**src/lsu_config.svh**
```systemverilog
////////////////////
// load/store unit build constants
//   data/address width, byte-enable width,
//   byte offset width inside a word
////////////////////

`ifndef LSU_CONFIG_SVH
`define LSU_CONFIG_SVH

// one data word, also used for byte addresses
`define LSU_DATA_W 32

// one enable per byte lane of a data word
`define LSU_BE_W 4

// selects a byte lane inside a word
`define LSU_OFS_W 2

`endif
```
**src/lsu_ctrl_pkg.sv**
```systemverilog
////////////////////
// transfer control types
//   state encoding of the request FSM
////////////////////

package lsu_ctrl_pkg;

  // IDLE_EX_STALL: response done, pipeline still stalled
  typedef enum logic [1:0] {
    IDLE, WAIT_RVALID, WAIT_RVALID_EX_STALL, IDLE_EX_STALL
  } lsu_state_e;

endpackage

```
**src/lsu_access_pkg.sv**
```systemverilog
////////////////////
// types describing a single memory access
//   data, address, byte enable, byte offset
//   access size and load fill mode
////////////////////

`include "lsu_config.svh"

package lsu_access_pkg;

  typedef logic [`LSU_DATA_W-1:0] lsu_data_t; // data word
  typedef logic [`LSU_DATA_W-1:0] lsu_addr_t; // byte address
  typedef logic [`LSU_BE_W-1:0]   lsu_be_t;   // one bit per byte lane
  typedef logic [`LSU_OFS_W-1:0]  lsu_ofs_t;  // lane inside a word

  // access size, both byte codes behave the same
  typedef enum logic [1:0] {
    SIZE_WORD = 2'b00, SIZE_HALF = 2'b01, SIZE_BYTE = 2'b10, SIZE_BYTE_ALT = 2'b11
  } lsu_size_e;

  // how the upper bits of a narrow load get filled
  typedef enum logic [1:0] {
    EXT_ZERO = 2'b00, EXT_SIGN = 2'b01, EXT_ONES = 2'b10, EXT_SIGN_ALT = 2'b11
  } lsu_ext_e;

endpackage

```
**src/load_store_unit.sv**
```systemverilog
////////////////////
// load/store unit top level
//   request datapath, response context,
//   load aligner and transfer FSM
////////////////////

`timescale 1ns/1ps

`include "lsu_config.svh"

module load_store_unit
(
  input  logic                      clk,
  input  logic                      rst_n,

  // ex stage
  input  logic                      data_req_ex_i,
  input  lsu_access_pkg::lsu_data_t operand_a_ex_i,
  input  lsu_access_pkg::lsu_data_t operand_b_ex_i,
  input  logic                      addr_useincr_ex_i,
  input  logic                      data_we_ex_i,
  input  lsu_access_pkg::lsu_size_e data_type_ex_i,
  input  lsu_access_pkg::lsu_data_t data_wdata_ex_i,
  input  lsu_access_pkg::lsu_ofs_t  data_reg_offset_ex_i,
  input  lsu_access_pkg::lsu_ext_e  data_sign_ext_ex_i,
  input  logic                      data_misaligned_ex_i,
  input  logic                      ex_valid_i,
  output lsu_access_pkg::lsu_data_t data_rdata_ex_o,
  output logic                      data_misaligned_o,
  output logic                      lsu_ready_ex_o,
  output logic                      lsu_ready_wb_o,
  output logic                      busy_o,

  // data memory
  output logic                      data_req_o,
  input  logic                      data_gnt_i,
  input  logic                      data_rvalid_i,
  output lsu_access_pkg::lsu_addr_t data_addr_o,
  output logic                      data_we_o,
  output lsu_access_pkg::lsu_be_t   data_be_o,
  output lsu_access_pkg::lsu_data_t data_wdata_o,
  input  lsu_access_pkg::lsu_data_t data_rdata_i
);

  lsu_access_pkg::lsu_ofs_t  addr_ofs;   // lane of the current request
  lsu_access_pkg::lsu_size_e size_q;
  lsu_access_pkg::lsu_ofs_t  offset_q;
  lsu_access_pkg::lsu_ext_e  ext_q;
  logic                      we_q;

  assign addr_ofs  = data_addr_o[`LSU_OFS_W-1:0];
  assign data_we_o = data_we_ex_i; // direction goes straight to memory

  lsu_request_gen lsu_request_gen_inst (
    .operand_a_i     (operand_a_ex_i),
    .operand_b_i     (operand_b_ex_i),
    .addr_useincr_i  (addr_useincr_ex_i),
    .size_i          (data_type_ex_i),
    .data_wdata_i    (data_wdata_ex_i),
    .reg_offset_i    (data_reg_offset_ex_i),
    .req_i           (data_req_ex_i),
    .misaligned_ex_i (data_misaligned_ex_i),
    .addr_o          (data_addr_o),
    .be_o            (data_be_o),
    .wdata_o         (data_wdata_o),
    .misaligned_o    (data_misaligned_o)
  );

  lsu_resp_ctx lsu_resp_ctx_inst (
    .clk        (clk),
    .rst_n      (rst_n),
    .gnt_i      (data_gnt_i),
    .size_i     (data_type_ex_i),
    .offset_i   (addr_ofs),
    .ext_i      (data_sign_ext_ex_i),
    .we_i       (data_we_ex_i),
    .size_q_o   (size_q),
    .offset_q_o (offset_q),
    .ext_q_o    (ext_q),
    .we_q_o     (we_q)
  );

  lsu_load_align lsu_load_align_inst (
    .clk             (clk),
    .rst_n           (rst_n),
    .rvalid_i        (data_rvalid_i),
    .rdata_i         (data_rdata_i),
    .size_q_i        (size_q),
    .offset_q_i      (offset_q),
    .ext_q_i         (ext_q),
    .we_q_i          (we_q),
    .misaligned_ex_i (data_misaligned_ex_i),
    .misaligned_i    (data_misaligned_o),
    .rdata_o         (data_rdata_ex_o)
  );

  lsu_transfer_fsm lsu_transfer_fsm_inst (
    .clk        (clk),
    .rst_n      (rst_n),
    .req_i      (data_req_ex_i),
    .gnt_i      (data_gnt_i),
    .rvalid_i   (data_rvalid_i),
    .ex_valid_i (ex_valid_i),
    .data_req_o (data_req_o),
    .ready_ex_o (lsu_ready_ex_o),
    .ready_wb_o (lsu_ready_wb_o),
    .busy_o     (busy_o)
  );

endmodule

```
**src/lsu_transfer_fsm.sv**
```systemverilog
////////////////////
// transfer control FSM
//   request issue on the memory port
//   ex stage stall tracking
//   ready and busy outputs
////////////////////

`timescale 1ns/1ps

module lsu_transfer_fsm
(
  input  logic clk,
  input  logic rst_n,
  input  logic req_i,      // access requested by ex stage
  input  logic gnt_i,      // memory accepted the request
  input  logic rvalid_i,   // memory response
  input  logic ex_valid_i, // ex stage is moving on this cycle
  output logic data_req_o,
  output logic ready_ex_o, // ex stage may proceed
  output logic ready_wb_o, // wb stage may proceed
  output logic busy_o
);

  import lsu_ctrl_pkg::*;

  lsu_state_e state_q, state_d;

  ////////////////////
  // state register
  ////////////////////

  always_ff @(posedge clk, negedge rst_n)
  begin
    if (!rst_n)
      state_q <= IDLE;
    else
      state_q <= state_d;
  end

  // next state and outputs
  always_comb
  begin
    state_d    = state_q;
    data_req_o = 1'b0;
    ready_ex_o = 1'b1;
    ready_wb_o = 1'b1;

    case (state_q)
      IDLE:
      begin
        data_req_o = req_i;
        if (req_i)
        begin
          ready_ex_o = gnt_i; // hold ex until the memory takes the request
          if (gnt_i)
            state_d = ex_valid_i ? WAIT_RVALID : WAIT_RVALID_EX_STALL;
        end
      end

      WAIT_RVALID:
      begin
        ready_wb_o = rvalid_i; // wb waits for the response
        if (rvalid_i)
        begin
          data_req_o = req_i; // back-to-back issue in the rvalid cycle
          if (req_i && gnt_i)
          begin
            state_d = ex_valid_i ? WAIT_RVALID : WAIT_RVALID_EX_STALL;
          end
          else
          begin
            ready_ex_o = !req_i; // pending request, not granted yet
            state_d    = IDLE;
          end
        end
      end

      // response outstanding while ex is stalled, no new issue here
      WAIT_RVALID_EX_STALL:
      begin
        if (rvalid_i)
          state_d = ex_valid_i ? IDLE : IDLE_EX_STALL;
        else if (ex_valid_i)
          state_d = WAIT_RVALID; // stall gone, continue as a normal wait
      end

      IDLE_EX_STALL:
      begin
        if (ex_valid_i)
          state_d = IDLE;
      end

      default:
        state_d = IDLE;
    endcase
  end

  // busy from the request until the pipeline has moved past the access
  assign busy_o = (state_q != IDLE) || data_req_o;

endmodule

```
**src/lsu_load_align.sv**
```systemverilog
////////////////////
// load data aligner
//   word / halfword / byte lane selection
//   zero, one or sign fill of narrow loads
//   assembly of the two parts of a misaligned load
//   held load result
////////////////////

`timescale 1ns/1ps

`include "lsu_config.svh"

module lsu_load_align
(
  input  logic                      clk,
  input  logic                      rst_n,
  input  logic                      rvalid_i,        // memory response valid
  input  lsu_access_pkg::lsu_data_t rdata_i,         // raw memory word
  input  lsu_access_pkg::lsu_size_e size_q_i,
  input  lsu_access_pkg::lsu_ofs_t  offset_q_i,
  input  lsu_access_pkg::lsu_ext_e  ext_q_i,
  input  logic                      we_q_i,
  input  logic                      misaligned_ex_i, // second part in flight
  input  logic                      misaligned_i,    // first part of a split access
  output lsu_access_pkg::lsu_data_t rdata_o
);

  import lsu_access_pkg::*;

  lsu_data_t rdata_q;   // held result, or first part of a split load
  lsu_data_t rdata_ext; // aligned and filled result

  logic [2*`LSU_DATA_W-1:0] rdata_win; // new word above held word
  logic [2*`LSU_DATA_W-1:0] win_shift;
  lsu_data_t                cur_shift; // new word moved down to the offset

  lsu_data_t   word_val;
  logic [15:0] half_raw;
  logic [7:0]  byte_raw;
  logic        half_fill; // bit used for the upper 16 bits
  logic        byte_fill; // bit used for the upper 24 bits

  ////////////////////
  // lane selection
  ////////////////////

  assign rdata_win = {rdata_i, rdata_q};
  assign win_shift = rdata_win >> {offset_q_i, 3'b000};
  assign cur_shift = rdata_i >> {offset_q_i, 3'b000};

  // offset 0 is a plain word, otherwise upper bytes of the first part sit below
  assign word_val = (offset_q_i == '0) ? rdata_i : win_shift[`LSU_DATA_W-1:0];

  // halfword at lane 3 takes new byte 0 above held byte 3
  assign half_raw = (offset_q_i == 2'b11) ? win_shift[15:0] : cur_shift[15:0];
  assign byte_raw = cur_shift[7:0];

  ////////////////////
  // fill
  ////////////////////

  always_comb
  begin
    case (ext_q_i)
      EXT_ZERO:
      begin
        half_fill = 1'b0;
        byte_fill = 1'b0;
      end
      EXT_ONES:
      begin
        half_fill = 1'b1;
        byte_fill = 1'b1;
      end
      default:
      begin
        half_fill = half_raw[15]; // sign of the halfword
        byte_fill = byte_raw[7];
      end
    endcase
  end

  always_comb
  begin
    case (size_q_i)
      SIZE_WORD: rdata_ext = word_val;
      SIZE_HALF: rdata_ext = {{16{half_fill}}, half_raw};
      default:   rdata_ext = {{24{byte_fill}}, byte_raw};
    endcase
  end

  // result register, raw word kept while a split load is in progress
  always_ff @(posedge clk, negedge rst_n)
  begin
    if (!rst_n)
      rdata_q <= '0;
    else if (rvalid_i && !we_q_i)
    begin
      if (misaligned_ex_i || misaligned_i)
        rdata_q <= rdata_i;   // first part, assembled on the next response
      else
        rdata_q <= rdata_ext; // final value for the register file
    end
  end

  assign rdata_o = rvalid_i ? rdata_ext : rdata_q; // live in the rvalid cycle, held after

endmodule

```
**src/lsu_resp_ctx.sv**
```systemverilog
////////////////////
// response context register
//   keeps size, offset, fill mode and direction
//   of the last granted access for the aligner
////////////////////

`timescale 1ns/1ps

module lsu_resp_ctx
(
  input  logic                      clk,
  input  logic                      rst_n,
  input  logic                      gnt_i,      // request accepted this cycle
  input  lsu_access_pkg::lsu_size_e size_i,
  input  lsu_access_pkg::lsu_ofs_t  offset_i,   // address lane of the request
  input  lsu_access_pkg::lsu_ext_e  ext_i,
  input  logic                      we_i,
  output lsu_access_pkg::lsu_size_e size_q_o,
  output lsu_access_pkg::lsu_ofs_t  offset_q_o,
  output lsu_access_pkg::lsu_ext_e  ext_q_o,
  output logic                      we_q_o      // high for a store, no data to align
);

  import lsu_access_pkg::*;

  // load on every grant, response arrives later
  always_ff @(posedge clk, negedge rst_n)
  begin
    if (!rst_n)
    begin
      size_q_o   <= SIZE_WORD;
      offset_q_o <= '0;
      ext_q_o    <= EXT_ZERO;
      we_q_o     <= 1'b0;
    end
    else if (gnt_i)
    begin
      size_q_o   <= size_i;
      offset_q_o <= offset_i;
      ext_q_o    <= ext_i;
      we_q_o     <= we_i;
    end
  end

endmodule

```
**src/lsu_request_gen.sv**
```systemverilog
////////////////////
// request side datapath
//   address generation from the operands
//   byte enable tables, first and second part
//   store data lane rotation
//   misaligned access detection
////////////////////

`timescale 1ns/1ps

`include "lsu_config.svh"

module lsu_request_gen
(
  input  lsu_access_pkg::lsu_data_t operand_a_i,     // base operand
  input  lsu_access_pkg::lsu_data_t operand_b_i,     // increment operand
  input  logic                      addr_useincr_i,  // a + b when high, a alone otherwise
  input  lsu_access_pkg::lsu_size_e size_i,          // word / half / byte
  input  lsu_access_pkg::lsu_data_t data_wdata_i,    // store data as held in the register
  input  lsu_access_pkg::lsu_ofs_t  reg_offset_i,    // lane offset inside the register
  input  logic                      req_i,           // access requested by ex stage
  input  logic                      misaligned_ex_i, // this is the second part of an access
  output lsu_access_pkg::lsu_addr_t addr_o,
  output lsu_access_pkg::lsu_be_t   be_o,
  output lsu_access_pkg::lsu_data_t wdata_o,
  output logic                      misaligned_o     // a second access will be needed
);

  import lsu_access_pkg::*;

  lsu_ofs_t addr_ofs;    // byte lane the address points at
  lsu_ofs_t rot_ofs;     // store data rotation in bytes
  lsu_be_t  be_from_ofs; // lanes from the offset up to the top lane

  logic [2*`LSU_DATA_W-1:0] wdata_dbl; // doubled word, upper half is the rotation

  ////////////////////
  // address
  ////////////////////

  assign addr_o   = addr_useincr_i ? (operand_a_i + operand_b_i) : operand_a_i;
  assign addr_ofs = addr_o[`LSU_OFS_W-1:0];

  ////////////////////
  // byte enables
  ////////////////////

  // shifted all-ones mask, the top lanes fall out of the vector
  assign be_from_ofs = {`LSU_BE_W{1'b1}} << addr_ofs;

  always_comb
  begin
    case (size_i)
      SIZE_WORD:
      begin
        if (!misaligned_ex_i)
          be_o = be_from_ofs;  // lanes offset..3
        else
          be_o = ~be_from_ofs; // remaining lanes below the offset
      end
      SIZE_HALF:
      begin
        if (!misaligned_ex_i)
          be_o = lsu_be_t'(2'b11) << addr_ofs; // clipped at lane 3
        else
          be_o = lsu_be_t'(1'b1); // second part only holds lane 0
      end
      default:
        be_o = lsu_be_t'(1'b1) << addr_ofs; // single byte lane
    endcase
  end

  ////////////////////
  // store data
  ////////////////////

  // memory lane minus register lane, wraps modulo 4
  assign rot_ofs = addr_ofs - reg_offset_i;

  // rotate left by whole bytes
  assign wdata_dbl = {data_wdata_i, data_wdata_i} << {rot_ofs, 3'b000};
  assign wdata_o   = wdata_dbl[2*`LSU_DATA_W-1 -: `LSU_DATA_W];

  // misaligned detection, only on the first part of an access
  always_comb
  begin
    misaligned_o = 1'b0;
    if (req_i && !misaligned_ex_i)
    begin
      case (size_i)
        SIZE_WORD: misaligned_o = (addr_ofs != '0);      // word not on a word boundary
        SIZE_HALF: misaligned_o = (addr_ofs == 2'b11);   // halfword spills into next word
        default:   misaligned_o = 1'b0;                  // a byte never crosses
      endcase
    end
  end

endmodule

```
**config.mk**
```make
export PLATFORM = sky130hd
export DESIGN_NAME = load_store_unit
export DESIGN_NICKNAME = d
export VERILOG_FILES = /design/src/lsu_ctrl_pkg.sv /design/src/lsu_access_pkg.sv /design/src/load_store_unit.sv /design/src/lsu_transfer_fsm.sv /design/src/lsu_load_align.sv /design/src/lsu_resp_ctx.sv /design/src/lsu_request_gen.sv
export VERILOG_INCLUDE_DIRS = /design/src /design/src/src
export SDC_FILE = /design/constraint.sdc
export NUM_CORES = 1
export LEC_CHECK = 0
export ABC_CLOCK_PERIOD_IN_PS = 9200
export BUFFER_PORTS_ARGS = -buffer_cell sky130_fd_sc_hd__buf_4
export CAP_MARGIN = 10
export CORE_MARGIN = 4
export CORE_UTILIZATION = 45
export CTS_CLUSTER_SIZE = 40
export DETAILED_ROUTE_END_ITERATION = 16
export GPL_TIMING_DRIVEN = 0
export PLACE_DENSITY = 0.83
export SYNTH_ARGS = -nofsm -noshare
export SYNTH_HDL_FRONTEND = slang
export SYNTH_HIERARCHICAL = 1
export SYNTH_SLANG_ARGS = --single-unit
export TNS_END_PERCENT = 30
```
**constraint.sdc**
```tcl
create_clock -name clk -period 9.2 [get_ports clk]
set_input_delay 1.84 -clock clk [delete_from_list [all_inputs] [get_ports clk]]
set_output_delay 1.84 -clock clk [all_outputs]
set_load 0.05 [all_outputs]
```
---- After elaboration in Yosys (flattened, before gate mapping) ----
Index checks and enable logic that the tools add are counted.
cells by class
  shift-type cells ........................ 6
  bitwise logic cells ..................... 1
  muxes and demuxes ....................... 30
  eq/ne operators ......................... 13
  reduce and logical (&&, ||, !) cells .... 16
  add/sub/neg operators ................... 2
operator list
  cell                                                                   number
  32-bit 2-to-1 mux                                                      4
  32-bit case mux with 2 select lines                                    1
  64-bit by 5-bit << shifter with 64-bit output                          1
  64-bit by 5-bit right shift with 32-bit output                         1
  32-bit adder                                                           1
  32-bit by 5-bit right shift with 16-bit output                         1
  2-bit 2-to-1 mux                                                       9
  16-bit 2-to-1 mux                                                      1
  2-bit equality test, second input constant                             5
  2-bit logical NOT                                                      5
  1-bit case mux with 2 select lines                                     5
  4-bit 2-to-1 mux                                                       2
  2-bit != test, second input constant                                   4
  2-bit case mux with 4 select lines                                     1
  4-bit case mux with 2 select lines                                     1
  2-bit by 1-bit equality test with 1-bit output, second input constant  3
  1-bit 2-to-1 mux                                                       6
  5-bit AND reduction                                                    1
  4-bit inverter                                                         1
  2-bit nonzero test                                                     2
  1-bit by 2-bit << shifter with 4-bit output, first input constant      1
  2-bit by 2-bit << shifter with 4-bit output, first input constant      1
  4-bit by 2-bit << shifter with 4-bit output, first input constant      1
  1-bit logical AND                                                      3
  4 further kinds                                                        7
storage, ports and cells
  word-level logic and storage cells ...... 74
  register bits ........................... 41
  output and inout bits ................... 106
  bits of input ports ..................... 143

---- Longest topological paths before layout ----
Gate-level depths: netlist of the first run.
  depth after elaboration ................. 7
  mapped depth ............................ 14
  mapped depth without buffers ............ 13

---- Modules after synthesis ----
The synthesis of the first run kept the hierarchy.
modules (own cells, without submodules)
  module            cells an instance  area each (um^2)  seq. area each (um^2)  times used
  lsu_load_align    403                3169.3            800.8                  1
  lsu_request_gen   389                3128.0            0.0                    1
  lsu_resp_ctx      15                 291.5             175.2                  1
  lsu_transfer_fsm  15                 131.4             50.0                   1
  load_store_unit   1                  7.5               0.0                    1

---- Worst setup path after synthesis of the first run ----
No wires, ideal clock.
  kind .................................... input-to-output
  from .................................... input operand_a_ex_i[0]
  to ...................................... output data_misaligned_o
  arrival ................................. 6.131 ns
  setup slack ............................. 1.229 ns
  stages .................................. 9
  path buffers ............................ 0
  required time ........................... 7.360 ns
  cell sequence ........................... ha_1 inv_1 fa_1 a21oi_1 inv_1 ha_1 nor2_1 a21oi_1 nor4b_1
between the ends
  word-level cells in the longest chain between the ends .. 5
  elaborated cells between the ends (all ways) .. 6
  classes of those cells .................. add/sub: 1; eq/ne: 1; mux: 3; reduce/logical: 1
RTL lines
  what                                                              line                                          text
  start, declared                                                   load_store_unit.sv:18                         input lsu_access_pkg::lsu_data_t operand_a_ex_i,
  32-bit adder (*)                                                  lsu_request_gen.sv:41                         assign addr_o = addr_useincr_i ? (operand_a_i + operand_b_i) : operand_a_i;
  32-bit 2-to-1 mux (*)                                             lsu_request_gen.sv:41
  via data_addr_o[1]                                                load_store_unit.sv:38                         output lsu_access_pkg::lsu_addr_t data_addr_o,
  2-bit equality test / 2-bit nonzero test (equally long branches)  lsu_request_gen.sv:92, lsu_request_gen.sv:91
  1-bit case mux with 2 select lines (*)                            lsu_request_gen.sv:90                         case (size_i)
  1-bit 2-to-1 mux (*)                                              lsu_request_gen.sv:88                         if (req_i && !misaligned_ex_i)
  end, declared                                                     load_store_unit.sv:29                         output logic data_misaligned_o,
The timed path passes the listed nets; every way through them passes the cells marked *.

---- Final worst setup path of the first run ----
  from .................................... input addr_useincr_ex_i
  to ...................................... output data_wdata_o[31]
between the ends
  word-level cells in the longest chain between the ends .. 3
RTL lines
  what                                           line                   text
  start, declared                                load_store_unit.sv:20  input logic addr_useincr_ex_i,
  32-bit 2-to-1 mux                              lsu_request_gen.sv:41
  2-bit subtractor                               lsu_request_gen.sv:78  assign rot_ofs = addr_ofs - reg_offset_i;
  64-bit by 5-bit << shifter with 64-bit output  lsu_request_gen.sv:81  assign wdata_dbl = {data_wdata_i, data_wdata_i} << {rot_ofs, 3'b000};
  end, declared                                  load_store_unit.sv:41  output lsu_access_pkg::lsu_data_t data_wdata_o,
No other way between the ends.

==> impl_metrics.json, run 1 <==
{
  "status": "complete, no violations",
  "synth_area_per_cell_um2": 8.17,
  "cts_setup_buffers": 0,
  "syn2layout_area_growth_pct": 33.3,
  "cts_resized": 0,
  "max_freq_mhz": 139,
  "yosysTopAreaCell": "dfrtp_1",
  "wl_per_cell_um": 20.2,
  "yosysSeqAreaShare_pct": 15.3,
  "dr.pass1.iters": 5,
  "clkTransAtPathRegs_ns": 0.06,
  "cts_buffer_depth": 2,
  "cp.required_ns": 7.36,
  "hold_path_class": "register to register",
  "ys.flop_type": "dfrtp_1",
  "worstPathMaxFanout": 10,
  "fillers": 1319,
  "final_cell_mix": "buf_4, mux2i_1, nor2_1",
  "grt_max_degree": 42,
  "power.total_uw": 1620,
  "synth-edff-count": 0,
  "tns_ns": 0,
  "syn_area_mm2": 0.00673,
  "syn_inst": 823,
  "antenna_found_initial": 0,
  "pwr-share-clk_pct": 11.5,
  "drive_above_1_share_pct": 34.0,
  "vias_per_cell": 6.16,
  "yosys.area.top_type_share_pct": 15.3,
  "netSwitchingFraction_pct": 53.6,
  "rsz0062_at_grt": "no",
  "grt_pass1_wl_um": 39000,
  "ctsHoldBuffers": 0,
  "drtAntennaViolNets": 0,
  "drtIter0Drc": 1011,
  "coreArea_mm2": 0.0146,
  "overflow": 0,
  "leakagePower_uw": 0.00425,
  "final_area_mm2": 0.00897,
  "synthTopCellsByArea": "dfrtp_1, mux2i_1, ha_1",
  "drc": 0,
  "crit_path_start_kind": "input port",
  "start_util_pct": 46.1,
  "p_seq_share_pct": 16.2,
  "finalClockSkew_ns": 0.00249,
  "cts_tree": "done",
  "tightestPinTransition_ns": 0.992,
  "p_int_uw": 751,
  "via_count": 7773,
  "htree_levels": 2,
  "cts.sinks": 41,
  "hold_viol": 0,
  "drt_wl_total_um": 25400,
  "p_per_area_mw_per_mm2": 180,
  "setup_violations": 0,
  "synth-seq-cells": 41,
  "layout_setup_ws_ns": 1.99,
  "mostFrequentLayoutCell": "buf_4",
  "clk_latency_ns": 0.29,
  "p_sw_uw": 867,
  "yosysWarnings": 6,
  "async_flop_share_pct": 100,
  "first_global_vias": 7410,
  "port_buffers": 247,
  "numCtsBuffers": 5,
  "die_h_um": 130,
  "slew_headroom_pct": 33.4,
  "grt_util_all_layers_pct": 28.5,
  "finalCritPeriodShare_pct": 78.4,
  "max_cap_viol_count": 0,
  "synth.net_count": 1007,
  "pre_cts_ws_ns": 2.01,
  "final_nets": 1261,
  "worst_ep_arrival_time_ns": 5.37,
  "die_area_mm2": 0.0170,
  "min_period_ns": 7.21,
  "num_rows": 44,
  "path_class": "input port to output port",
  "comb_power_share_pct": 72.3,
  "drv_slew": 0,
  "irDropWorstVdd_uv": 105,
  "ios": 249,
  "dp_hpwl_um": 20700,
  "dieWidth_um": 130,
  "end_kind": "output port",
  "place_congestion": 0.993,
  "post_synth_num_cell_types": 80,
  "placed_area_mm2": 0.00881,
  "root_buffer": "clkbuf_16",
  "diodes": 0
}
## routing by layer
layer | routed length, µm | track usage, % | vias up | share of wire (%)
met2 | 12400 | 49.1 | 455 | 49
met4 | 532 | 8.07 | 0 | 2.1
met3 | 2270 | 3.89 | 55 | 8.9
met5 | 0 | 0 | - | 0
li1 | - | - | 3604 | -
met1 | 10200 | 37.1 | 3659 | 40
## synthesized netlist by cell type (8+ instances only)
| master | number |
|---|---|
| or3_1 | 11 |
| nand2b_1 | 10 |
| and3_1 | 13 |
| mux2_4 | 9 |
| nor2_1 | 82 |
| clkbuf_1 | 45 |
| a21oi_2 | 14 |
| inv_1 | 18 |
| a221o_1 | 8 |
| mux2_2 | 41 |
| a211oi_1 | 9 |
| a21o_1 | 15 |
| a221oi_1 | 8 |
| a211o_1 | 8 |
| xnor2_1 | 22 |
| nor2b_1 | 14 |
| buf_2 | 8 |
| a21oi_1 | 58 |
| xor2_1 | 9 |
| mux2i_1 | 93 |
| o21ai_0 | 35 |
| nand2_1 | 41 |
| a22oi_1 | 8 |
| dfrtp_1 | 41 |
| o22ai_1 | 33 |
| a31oi_1 | 26 |
| ha_1 | 40 |
## cell families after synthesis
group	share of synthesized area, %
and+or+nand+nor	15.3
adders and majority gates	7.74
buffers and inverters	5.63
DFF	15.3
muxes	23.4
AOI/OAI and AO/OA	28.5
xor gates and xnor gates	4.28
## critical path, cell delays in order
cell,delay [ns]
buf_4,0.14
clkbuf_1,0.47
mux2_2,0.48
inv_1,0.13
ha_1,0.17
xnor2_1,0.12
xnor2_1,0.80
buf_2,0.47
mux2i_1,0.38
mux2i_1,0.13
buf_4,0.22
## state kept, by name (all words and copies together) (netlist names)
name,count
lsu_load_align_inst/rdata_q,32
lsu_resp_ctx_inst/ext_q_o,2
lsu_resp_ctx_inst/offset_q_o,2
lsu_resp_ctx_inst/size_q_o,2
lsu_resp_ctx_inst/we_q_o,1
lsu_transfer_fsm_inst/state_q,2
## power by group through the flow
stage | clock network, µW | registers (µW) | logic [µW]
3_5_place_dp | 0 | 263 | 1160
3_3_place_gp | 0 | 261 | 1140
4_1_cts | 190 | 260 | 1160
5_1_grt | 197 | 267 | 1230
2_1_floorplan | 0 | 250 | 821
6_report | 187 | 262 | 1170
## metrics by stage
| step | instances | hold WS [ns] | utilization, % |
|---|---|---|---|
| after global routing | 1262 | 0.555 | 61.5 |
| after detailed placement | 1254 | 0.507 | 60.4 |
| after CTS | 1262 | 0.520 | 61.5 |
| final | 1262 | 0.521 | 61.5 |
| after floorplan | 823 | 0.467 | - |
| after global placement | 1254 | 0.497 | 60.4 |
## final cells by class
class,count,area [µm²],share of cell area [%]
tap,184,230,2.57
buffer,66,312,3.47
inverter,18,67.6,0.753
clock inverter,1,5.00,0.0558
multi-input combinational,698,5320,59.3
sequential,41,1030,11.4
clock buffer,7,153,1.70
timing repair buffer,247,1850,20.7
## final timing paths
path	from	to	slack, ns	cells past startpoint
setup / recovery	addr_useincr_ex_i	data_wdata_o[31]	1.99	11
hold / removal	lsu_resp_ctx_inst/offset_q_o[1]	lsu_resp_ctx_inst/offset_q_o[1]	0.52	1
setup reg to reg	lsu_resp_ctx_inst/offset_q_o[1]	lsu_load_align_inst/rdata_q[3]	6.33	7
hold reg to reg	lsu_resp_ctx_inst/offset_q_o[1]	lsu_resp_ctx_inst/offset_q_o[1]	0.52	1
max in group asynchronous	rst_n	lsu_load_align_inst/rdata_q[20]	7.30	1
min in group asynchronous	rst_n	lsu_load_align_inst/rdata_q[24]	1.53	1
(Power assumes the default switching activity.)
==> run 2, diff against run 1 <==
--- a/config.mk
+++ b/config.mk
@@ -6,7 +6,7 @@
 export SDC_FILE = /design/constraint.sdc
 export NUM_CORES = 1
 export LEC_CHECK = 0
-export ABC_CLOCK_PERIOD_IN_PS = 9200
+export ABC_CLOCK_PERIOD_IN_PS = 6700
 export BUFFER_PORTS_ARGS = -buffer_cell sky130_fd_sc_hd__buf_4
 export CAP_MARGIN = 10
 export CORE_MARGIN = 4
==> constraint.sdc (replaced) <==
create_clock -name clk -period 6.7 [get_ports clk]
set_input_delay 1.34 -clock clk [delete_from_list [all_inputs] [get_ports clk]]
set_output_delay 1.34 -clock clk [all_outputs]
set_load 0.05 [all_outputs]
==> run 2 against run 1 <==
Against the previous run:
- global-route usage shrank 0.17 points
- via count fell by 1.3%
- core utilization grew 0.17 points
- die area stayed put
- sequential share of layout area about the same
- cell count did not move
- clock power up 54%
- critical path type unchanged
- highest routed layer unchanged
==> impl_metrics.json, run 2 (synthesis results as in run 1) <==
{
  "crit_path_start_kind": "input port",
  "regMostFlops": "lsu_load_align_inst/rdata_q",
  "fin_cells": 1262,
  "grt_max_degree": 42,
  "die_h_um": 130,
  "cts_resized": 0,
  "wl_per_cell_um": 19.7,
  "finalClockSkew_ns": 0.00670,
  "drive_above_1_share_pct": 34.1,
  "mostFrequentLayoutCell": "buf_4",
  "htree_levels": 2,
  "cpLargestDelayFamily": "buffers and inverters",
  "first_global_vias": 7529,
  "p_per_area_mw_per_mm2": 250,
  "p_seq_share_pct": 16.1,
  "drt_wl_total_um": 24900,
  "cts_tree": "done",
  "largest_reg_flops": 32,
  "worstPathMaxFanout": 10,
  "finalCritPeriodShare_pct": 91.8,
  "hold_viol": 0,
  "status": "complete, no violations",
  "grt_pass1_wl_um": 39000,
  "pwr-share-clk_pct": 12.8,
  "dieWidth_um": 130,
  "tns_ns": 0,
  "via_count": 7675,
  "cts_buffer_depth": 2,
  "whs_ns": 0.514,
  "slew_headroom_pct": 37.7,
  "ctsHoldBuffers": 0,
  "netSwitchingFraction_pct": 52.8,
  "drtIter0Drc": 783,
  "dpl.cell_count": 1254,
  "drv_slew": 0,
  "vias_per_cell": 6.08,
  "root_buffer": "clkbuf_16",
  "cp.required_ns": 5.36,
  "drtAntennaViolNets": 0,
  "ios": 249,
  "clkTransAtPathRegs_ns": 0.06,
  "dp_hpwl_um": 20300,
  "min_period_ns": 6.15,
  "irDropWorstVdd_uv": 245,
  "setup_violations": 0,
  "numCtsBuffers": 5,
  "port_buffers": 247,
  "worst_ep_arrival_time_ns": 4.81,
  "max_freq_mhz": 163,
  "crit_buf_inv": 5,
  "tightestPinTransition_ns": 0.928,
  "dr.pass1.iters": 6,
  "hold_path_class": "register to register",
  "end_kind": "output port",
  "overflow": 0,
  "leakagePower_uw": 0.00426,
  "start_util_pct": 46.1,
  "cts.sinks": 41,
  "max_cap_viol_count": 0,
  "final_cell_mix": "buf_4, mux2i_1, nor2_1",
  "cts_setup_buffers": 0,
  "final_nets": 1261,
  "critPathSlowestCell": "xnor2_1",
  "clk_latency_ns": 0.29,
  "die_area_mm2": 0.0170,
  "grt_util_all_layers_pct": 28.3,
  "drc": 0,
  "num_rows": 44,
  "comb_power_share_pct": 71.1,
  "p_sw_uw": 1190,
  "coreArea_mm2": 0.0146,
  "path_class": "input port to output port",
  "p_int_uw": 1060,
  "place_congestion": 1.04,
  "cp_cell_sequence": "buf_4, clkbuf_1, mux2_2, inv_1, ha_1, xnor2_1, xnor2_1, buf_2, mux2i_1, mux2i_1, buf_4",
  "antenna_found_initial": 0,
  "syn2layout_area_growth_pct": 33.7,
  "slowest_delay_ns": 0.76,
  "diodes": 0,
  "post-route-util_pct": 61.7,
  "rsz0062_at_grt": "no"
}
[run 2: cell count changes in the layout (fill, tap and decap cells not counted)]
cell        previous run  this run
clkinv_2               1         0
nor4b_2                0         1
clkbuf_8               2         1
bufinv_16              0         1
nor4b_1                1         0
clkinvlp_4             0         1
[run 2: worst paths after layout]
check	cells past startpoint	to	slack (ns)	from
worst min-delay path	2	lsu_load_align_inst/rdata_q[10]	0.51	lsu_load_align_inst/rdata_q[10]
min in group asynchronous	1	lsu_load_align_inst/rdata_q[7]	1.04	rst_n
max in group asynchronous	1	lsu_load_align_inst/rdata_q[27]	5.28	rst_n
worst min register to register	2	lsu_load_align_inst/rdata_q[10]	0.51	lsu_load_align_inst/rdata_q[10]
worst max register to register	7	lsu_load_align_inst/rdata_q[3]	3.87	lsu_resp_ctx_inst/offset_q_o[1]
worst max-delay path	11	data_wdata_o[7]	0.55	addr_useincr_ex_i
[run 2: power by group through the flow]
| stage | clock [µW] | sequential (µW) | combinational, µW |
|---|---|---|---|
| after global routing | 305 | 366 | 1690 |
| after detailed placement | 0 | 361 | 1580 |
| after global placement | 0 | 359 | 1560 |
| final | 288 | 361 | 1600 |
| after CTS | 294 | 357 | 1590 |
| after floorplan | 0 | 343 | 1130 |
[run 2: metal layers]
layer / vias up / share of wire, % / GRT usage, %
met5: - / 0 / 0
met4: 0 / 3.0 / 9.41
met1: 3577 / 39 / 35.3
li1: 3607 / - / -
met3: 62 / 8.9 / 4.34
met2: 429 / 49 / 49.7
[run 2: tightest hold or removal path, cell delays in order, from the launching register on]
cell and delay (ns):
dfrtp_1 0.37, nand2_1 0.05, o21ai_0 0.06
[run 2: final cells by class]
type                       instances  area, µm²
tap                              184        230
fill                            1274       5590
clock inverter                     2       37.5
inverter                          18       67.6
multi-input combinational        698       5330
timing repair buffer             247       1850
clock buffer                       6        139
buffer                            66        312
sequential                        41       1030
[run 2: stage by stage]
step / power (µW) / worst slack [ns] / instance area [µm²]
2_1_floorplan: 1470 / 0.206 / 6730
3_3_place_gp: 1920 / 0.695 / 8820
3_5_place_dp: 1940 / 0.616 / 8820
4_1_cts: 2240 / 0.602 / 8990
5_1_grt: 2360 / 0.359 / 8990
6_report: 2250 / 0.551 / 8990
